`config.mk`:
```
export PLATFORM = sky130hd
export DESIGN_NAME = sid_filter_top
export DESIGN_NICKNAME = d
export VERILOG_FILES = /design/src/sid_pkg.sv /design/src/sid_frame_if.sv /design/src/sid_filter_top.sv /design/src/sid_frame_ctrl.sv /design/src/sid_output_mix.sv /design/src/sid_svf.sv /design/src/sid_voice_router.sv
export SDC_FILE = /design/constraint.sdc
export NUM_CORES = 2
export LEC_CHECK = 0
export BUFFER_PORTS_ARGS = -buffer_cell sky130_fd_sc_hd__buf_4
export CORE_MARGIN = 8
export CORE_UTILIZATION = 32
export DETAILED_ROUTE_END_ITERATION = 16
export SYNTH_ARGS = -nofsm -noshare
export SYNTH_HDL_FRONTEND = slang
export SYNTH_SLANG_ARGS = --single-unit
```
`constraint.sdc`:
```
create_clock -name clk -period 13.07 [get_ports clk]
set_clock_uncertainty 0.2 [all_clocks]
set_input_delay 0.6535 -clock clk [delete_from_list [all_inputs] [get_ports clk]]
set_output_delay 0.6535 -clock clk [all_outputs]
set_load 0.01 [all_outputs]
```
`src/sid_pkg.sv`:
```
package sid_pkg;

    localparam int SAMPLE_W = 18;

    typedef logic signed [SAMPLE_W-1:0] sample_t;
    typedef logic signed [SAMPLE_W-1:0] coef_t;   // w0 and q
    typedef logic [3:0] step_t;

    localparam step_t LAST_STEP = 4'd10;          // frame is 11 cycles
    localparam sample_t VNF_BIAS = 18'sd16384;    // bypass sum start value
    localparam logic [17:0] FC_SCALE = 18'd82355;

    // resonance divisors, indexed by res_filt[7:4]
    localparam logic [10:0] Q_TABLE [16] = '{
        11'd1448, 11'd1328, 11'd1218, 11'd1117,
        11'd1024, 11'd939,  11'd861,  11'd790,
        11'd724,  11'd664,  11'd609,  11'd558,
        11'd512,  11'd470,  11'd431,  11'd395
    };

    // 18-bit signed add, clamps on overflow
    function automatic sample_t add_sat(sample_t a, sample_t b);
        logic [SAMPLE_W:0] tmp;
        tmp = {a[SAMPLE_W-1], a} + {b[SAMPLE_W-1], b};
        if (tmp[SAMPLE_W] ^ tmp[SAMPLE_W-1]) begin
            return sample_t'({tmp[SAMPLE_W], {(SAMPLE_W-1){tmp[SAMPLE_W-1]}}});
        end
        return sample_t'(tmp[SAMPLE_W-1:0]);
    endfunction

    function automatic sample_t sub_sat(sample_t a, sample_t b);
        logic [SAMPLE_W:0] tmp;
        tmp = {a[SAMPLE_W-1], a} - {b[SAMPLE_W-1], b};
        if (tmp[SAMPLE_W] ^ tmp[SAMPLE_W-1]) begin
            return sample_t'({tmp[SAMPLE_W], {(SAMPLE_W-1){tmp[SAMPLE_W-1]}}});
        end
        return sample_t'(tmp[SAMPLE_W-1:0]);
    endfunction

endpackage

```
`src/sid_frame_if.sv`:
```
interface sid_frame_if;
    import sid_pkg::*;

    step_t      step;
    logic       accept;     // high in the step 0 cycle that starts a frame
    coef_t      w0;
    coef_t      q;
    logic [3:0] res_route;  // voice1, voice2, voice3, ext_in
    logic [2:0] filt_sel;   // hp, bp, lp
    logic       voice3_off;
    logic [3:0] volume;
    logic [1:0] mixctl;
    logic       filt_en;

    modport ctrl (
        output step, accept, w0, q, res_route, filt_sel,
        output voice3_off, volume, mixctl, filt_en
    );

    modport router (input step, accept, res_route, voice3_off);

    modport svf (input step, accept, w0, q, filt_sel);

    modport mix (input step, accept, volume, mixctl, filt_en);

endinterface

```
`src/sid_filter_top.sv`:
```
module sid_filter_top (
    input  logic             clk,
    input  logic             rst,
    input  logic [10:0]      fc,
    input  logic [7:0]       res_filt,
    input  logic [7:0]       mode_vol,
    input  sid_pkg::sample_t voice1,
    input  sid_pkg::sample_t voice2,
    input  sid_pkg::sample_t voice3,
    input  sid_pkg::sample_t ext_in,
    input  logic             input_valid,
    input  logic             enable,
    input  logic [1:0]       mixctl,
    output sid_pkg::sample_t sound
);
    import sid_pkg::*;

    sample_t vi;   // filter input sum
    sample_t vnf;  // bypass sum
    sample_t vf;   // selected filter outputs

    sid_frame_if frm ();

    sid_frame_ctrl u_ctrl (
        .clk         (clk),
        .rst         (rst),
        .input_valid (input_valid),
        .fc          (fc),
        .res_filt    (res_filt),
        .mode_vol    (mode_vol),
        .mixctl      (mixctl),
        .enable      (enable),
        .frm         (frm.ctrl)
    );

    sid_voice_router u_router (
        .clk    (clk),
        .rst    (rst),
        .voice1 (voice1),
        .voice2 (voice2),
        .voice3 (voice3),
        .ext_in (ext_in),
        .frm    (frm.router),
        .vi     (vi),
        .vnf    (vnf)
    );

    sid_svf u_svf (
        .clk (clk),
        .rst (rst),
        .frm (frm.svf),
        .vi  (vi),
        .vf  (vf)
    );

    sid_output_mix u_mix (
        .clk   (clk),
        .rst   (rst),
        .frm   (frm.mix),
        .vnf   (vnf),
        .vi    (vi),
        .vf    (vf),
        .sound (sound)
    );

endmodule

```
`src/sid_frame_ctrl.sv`:
```
module sid_frame_ctrl (
    input  logic        clk,
    input  logic        rst,
    input  logic        input_valid,
    input  logic [10:0] fc,
    input  logic [7:0]  res_filt,
    input  logic [7:0]  mode_vol,
    input  logic [1:0]  mixctl,
    input  logic        enable,
    sid_frame_if.ctrl   frm
);
    import sid_pkg::*;

    step_t      step;
    logic       accept;
    logic [35:0] fc_prod;
    coef_t      w0_r;
    coef_t      q_r;
    logic [3:0] res_route_r;
    logic [2:0] filt_sel_r;
    logic       voice3_off_r;
    logic [3:0] volume_r;
    logic [1:0] mixctl_r;
    logic       filt_en_r;

    assign accept = (step == '0) && input_valid;

    // linear cutoff curve
    assign fc_prod = FC_SCALE * ({25'd0, fc} + 36'd1);

    always_ff @(posedge clk) begin
        if (rst) begin
            step <= '0;
        end else if (step == '0) begin
            if (input_valid) step <= 4'd1;  // otherwise wait in step 0
        end else if (step == LAST_STEP) begin
            step <= '0;
        end else begin
            step <= step + 4'd1;
        end
    end

    always_ff @(posedge clk) begin
        if (rst) begin
            w0_r         <= '0;
            q_r          <= '0;
            res_route_r  <= '0;
            filt_sel_r   <= '0;
            voice3_off_r <= 1'b0;
            volume_r     <= '0;
            mixctl_r     <= '0;
            filt_en_r    <= 1'b0;
        end else if (accept) begin
            w0_r         <= coef_t'({fc_prod[35], fc_prod[28:12]});
            q_r          <= coef_t'({7'd0, Q_TABLE[res_filt[7:4]]});
            res_route_r  <= res_filt[3:0];
            filt_sel_r   <= mode_vol[6:4];
            voice3_off_r <= mode_vol[7];
            volume_r     <= mode_vol[3:0];
            mixctl_r     <= mixctl;
            filt_en_r    <= enable;
        end
    end

    assign frm.step       = step;
    assign frm.accept     = accept;
    assign frm.w0         = w0_r;
    assign frm.q          = q_r;
    assign frm.res_route  = res_route_r;
    assign frm.filt_sel   = filt_sel_r;
    assign frm.voice3_off = voice3_off_r;
    assign frm.volume     = volume_r;
    assign frm.mixctl     = mixctl_r;
    assign frm.filt_en    = filt_en_r;

endmodule

```
`src/sid_output_mix.sv`:
```
module sid_output_mix (
    input  logic             clk,
    input  logic             rst,
    sid_frame_if.mix         frm,
    input  sid_pkg::sample_t vnf,
    input  sid_pkg::sample_t vi,
    input  sid_pkg::sample_t vf,
    output sid_pkg::sample_t sound
);
    import sid_pkg::*;

    sample_t            mix;
    sample_t            byp_op;
    sample_t            filt_op;
    logic signed [21:0] prod;  // 18b x 4b volume fits in 22b

    assign byp_op  = frm.mixctl[1] ? '0 : vnf;
    assign filt_op = !frm.filt_en ? vi : (frm.mixctl[0] ? '0 : vf);

    always_ff @(posedge clk) begin
        if (frm.step == 4'd9) mix <= add_sat(byp_op, filt_op);
    end

    always_ff @(posedge clk) begin
        if (rst) begin
            prod  <= '0;
            sound <= '0;
        end else begin
            if (frm.step == 4'd10) prod <= mix * $signed({1'b0, frm.volume});
            // divide by 8, clamp to 18 bits
            if (frm.accept) begin
                if (prod[21] ^ prod[20]) sound <= sample_t'({prod[21], {17{prod[20]}}});
                else                     sound <= sample_t'(prod[20:3]);
            end
        end
    end

endmodule

```
`src/sid_svf.sv`:
```
module sid_svf (
    input  logic             clk,
    input  logic             rst,
    sid_frame_if.svf         frm,
    input  sid_pkg::sample_t vi,
    output sid_pkg::sample_t vf
);
    import sid_pkg::*;

    sample_t vhp;
    sample_t vbp;
    sample_t vlp;
    sample_t dvbp;
    sample_t dvlp;

    logic signed [35:0] mul_hp;
    logic signed [35:0] mul_bp;
    logic signed [35:0] mul_q;

    assign mul_hp = frm.w0 * vhp;
    assign mul_bp = frm.w0 * vbp;
    assign mul_q  = frm.q * vbp;

    always_ff @(posedge clk) begin
        if (rst) begin
            vhp  <= '0;
            vbp  <= '0;
            vlp  <= '0;
            dvbp <= '0;
            dvlp <= '0;
            vf   <= '0;
        end else if (frm.accept) begin
            vf <= '0;  // state carries over, only the output sum restarts
        end else begin
            case (frm.step)
                4'd3: begin
                    dvbp <= sample_t'({mul_hp[35], mul_hp[35:19]});
                end
                4'd4: begin
                    dvlp <= sample_t'({mul_bp[35], mul_bp[35:19]});  // old vbp
                    vbp  <= sub_sat(vbp, dvbp);
                end
                4'd5: begin
                    if (frm.filt_sel[1]) vf <= add_sat(vf, vbp);
                    vlp <= sub_sat(vlp, dvlp);
                end
                4'd6: begin
                    if (frm.filt_sel[0]) vf <= add_sat(vf, vlp);
                    // q scaled by 1/1024
                    vhp <= sub_sat(sample_t'({mul_q[35], mul_q[26:10]}), vlp);
                end
                4'd7: begin
                    vhp <= sub_sat(vhp, vi);
                end
                4'd8: begin
                    if (frm.filt_sel[2]) vf <= add_sat(vf, vhp);
                end
                default: ;
            endcase
        end
    end

endmodule

```
`src/sid_voice_router.sv`:
```
module sid_voice_router (
    input  logic             clk,
    input  logic             rst,
    input  sid_pkg::sample_t voice1,
    input  sid_pkg::sample_t voice2,
    input  sid_pkg::sample_t voice3,
    input  sid_pkg::sample_t ext_in,
    sid_frame_if.router      frm,
    output sid_pkg::sample_t vi,
    output sid_pkg::sample_t vnf
);
    import sid_pkg::*;

    sample_t src;
    logic    src_en;
    logic    to_filter;
    logic    drop;

    // one source per step, 1 to 4
    always_comb begin
        src       = '0;
        src_en    = 1'b0;
        to_filter = 1'b0;
        drop      = 1'b0;
        case (frm.step)
            4'd1: begin
                src       = voice1;
                src_en    = 1'b1;
                to_filter = frm.res_route[0];
            end
            4'd2: begin
                src       = voice2;
                src_en    = 1'b1;
                to_filter = frm.res_route[1];
            end
            4'd3: begin
                src       = voice3;
                src_en    = 1'b1;
                to_filter = frm.res_route[2];
                drop      = frm.voice3_off;  // only matters when unrouted
            end
            4'd4: begin
                src       = ext_in;
                src_en    = 1'b1;
                to_filter = frm.res_route[3];
            end
            default: ;
        endcase
    end

    always_ff @(posedge clk) begin
        if (rst || frm.accept) begin
            vi  <= '0;
            vnf <= VNF_BIAS;
        end else if (src_en) begin
            if (to_filter) vi <= add_sat(vi, src);
            else if (!drop) vnf <= add_sat(vnf, src);
        end
    end

endmodule

```
==> flow_summary.yaml <==
detailed_routing:
  num_vias: 40800
  wl_um: 140000
  wl_met1_um: 62100
  dr_wl_met3_um: 9510
  initialDrtViolationCount: 2585
  first_pass_iters: 5
  drc: 0
  detail_route.wl_per_cell_um: 17.2
  route.met2.wl_um: 63100
  ant_nets: 0
  via_per_inst: 5.03
  top_layer_used: "met5"
power:
  p_switching_mw: 1.65
  power_density_mw_per_mm2: 67.1
  p_leak_nw: 26.6
  swShare_pct: 45.0
  intPower_mw: 2.02
  power_frac_seq_pct: 23.6
  p_comb_share_pct: 51.2
  peakVddDrop_uv: 106
  p_clk_share_pct: 25.1
yosys:
  ys_warn_count: 0
  synth_seq_cells: 244
  synthArstFlopShare_pct: 0
  synth_ff_type: "dfxtp_1"
  ys_types: 94
  syn-cell-area_mm2: 0.0506
  yosysSeqAreaShare_pct: 10.0
  netlist_instances: 6068
  synthesis.nets: 7566
  avgSynthCellArea_um2: 8.34
  synth_edf_count: 18
critical_path:
  critPathArrivalTime_ns: 11.33
  critPathLaunchType: "flip-flop"
  rrSetupSlack_ns: 2.01
  max_stage_delay_ns: 1.03
  critPathRequiredTime_ns: 13.34
  cp-end-kind: "flip-flop"
  path_buf_inv: 5
  path_class: "flip-flop to flip-flop"
  crit_path_max_fanout: 20
  worst_path_most_repeated_cell: "o21a_1"
  cp_slowest_cell: "dfxtp_1"
  cpLargestDelayFamily: "compound AO/OA/AOI/OAI gates"
die:
  fp.dieH_um: 414
  initial_core_util_pct: 32.1
  rows: 146
  io_pins: 123
  die_area_mm2: 0.171
  core_mm2: 0.158
  die_w_um: 414
clocking:
  clk-insertion-delay-late_ns: 0.62
  cts_buffers: 31
  cts_max_path_buffers: 3
  cts-root-buf: "clkbuf_16"
  cts_tree: "yes"
  cts_setup_buffers: 0
  clk_pin_slew_ns: 0.07
  ctsHoldBuffers: 0
  cts_htree_levels: 1
  cts_sinks: 244
  cts-resized-gates: 0
sta:
  rsz0062_at_grt: "no"
  finalHoldViolCount: 0
  tns_ns: 0
  min_period_ns: 11.06
  setup_viol: 0
  timing.fmax_ghz: 0.0904
  drv_slew: 0
  post-route-period-util_pct: 84.6
  hold-worst-slack_ns: 0.0817
  worst-slew-pin-transition_ns: 1.19
  relSlewSlack_pct: 20.2
finish:
  final_cell_mix: "inv_1, nand2_1, fa_1"
  drive_above_1_share_pct: 5.41
  final_common_cell: "inv_1"
  area_growth_pct: 8.05
  num-nets-final: 7504
  post-route-util_pct: 34.7
placement:
  dp_hpwl_um: 111000
  gp_congestion: 0.884
  port_buffers: 122
global_routing:
  antenna_found_initial: 5
  grtUsageTotal_pct: 16.3
  grt_pass1_vias: 42300
  grt_start_max_net_pins: 73
  overflow: 0
  grt_pass1_wl_um: 228000
min_path:
  min_path_type: "primary input to flip-flop"
status:
  status: "finished clean"
flow_run:
  max_cap_viol_count: 0
==> power by group through the flow <==
stage	clock, mW	combinational [mW]	sequential, mW
2_1_floorplan	0	1.34	0.844
3_5_place_dp	0	1.86	0.884
4_1_cts	0.945	1.88	0.868
5_1_grt	0.971	2.09	0.875
3_3_place_gp	0	1.83	0.882
6_report	0.922	1.88	0.868
==> stage by stage <==
stage / total power [mW] / setup WS, ns / cell area [µm²] / instances
detailed placement: 2.74 / 2.04 / 53600 / 8045
finish: 3.67 / 2.01 / 54700 / 8104
floorplan: 2.19 / 3.89 / 50600 / 6068
global placement: 2.71 / 2.31 / 53600 / 8045
global route: 3.94 / 1.05 / 54700 / 8103
CTS: 3.69 / 2.00 / 54700 / 8103
==> cell usage after synthesis, drive strengths merged (8+ instances only) <==
cell	count	area, µm²
a2111oi	25	370
a211o	8	70.1
a211oi	53	398
a21o	95	713
a21oi	284	1440
a221oi	15	131
a22oi	40	300
a311oi	15	138
a31oi	37	231
and2	319	2000
and3	24	150
buf	17	95.1
clkbuf	271	1020
dfxtp	226	4520
edfxtp	18	541
fa	745	14900
ha	648	8110
inv	1077	4040
mux2i	9	90.1
nand2	846	3180
nand2b	79	494
nand3	66	353
nand3b	11	82.6
nand4	24	150
nor2	257	967
nor2b	54	338
nor3	81	417
nor4	12	81.3
nor4b	8	82.6
o2111ai	9	78.8
o211ai	23	173
o21a	46	345
o21ai	191	956
o21bai	24	180
o221ai	11	96.3
o22ai	16	100
o31ai	27	218
o41ai	8	85.1
or2	17	106
or3	35	224
xnor2	137	1200
xor2	75	664
==> worst register-to-register path: cells and delay by family, from the launching register on <==
kind	cells	cell delay [ns]
fa+ha+maj	7	3.01
simple gates	8	2.36
compound gates	16	3.45
buf+inv	5	0.69
xor+xnor	1	0.13
flops	1	1.03
==> final cells by class <==
| type | instances | area (µm²) |
|---|---|---|
| antenna | 1 | 2.50 |
| fill | 16500 | 103000 |
| tap | 2072 | 2590 |
| clock inverter | 19 | 209 |
| multi-input combinational | 4459 | 40500 |
| clock buffer | 39 | 877 |
| timing repair buffer | 193 | 1450 |
| inverter | 1077 | 4040 |
| sequential | 244 | 5060 |
==> sequential cells by signal, indices dropped and copies added (netlist names) <==
name	cells
u_mix.prod	19
u_mix.mix	18
u_mix.sound	18
u_router.vi	18
u_router.vnf	18
u_svf.vbp	18
u_svf.vf	18
u_svf.vhp	18
u_svf.vlp	18
u_ctrl.frm.w0	17
u_svf.dvbp	17
u_svf.dvlp	17
u_ctrl.frm.q	11
u_ctrl.frm.res_route	4
u_ctrl.frm.step	4
u_ctrl.frm.volume	4
u_ctrl.frm.filt_sel	3
u_ctrl.frm.mixctl	2
u_ctrl.frm.filt_en	1
u_ctrl.frm.voice3_off	1
==> per-layer routing <==
layer	track usage, %	vias up
met5	0	-
met4	4.96	2
met3	2.29	205
met2	27.0	1226
met1	22.0	20000
li1	-	19300
==> path summary, 6_finish.rpt <==
kind                   from                     end  depth (start not counted)
min reg2reg  u_svf.dvlp[10]          u_svf.dvlp[10]                          2
max reg2reg    u_svf.vbp[7]            u_svf.vhp[0]                         37
min             mode_vol[6]  u_ctrl.frm.filt_sel[2]                          3
max            u_svf.vbp[7]            u_svf.vhp[0]                         37
==> cell families after synthesis <==
family / synth area share [%]
buffers and inverters: 10.2
AOI/OAI and AO/OA: 12.9
adders and majority gates: 45.5
DFF: 10.0
xor gates and xnor gates: 3.68
and+or+nand+nor: 17.5
muxes: 0.267
No activity file was read; power rests on OpenSTA's default activity.
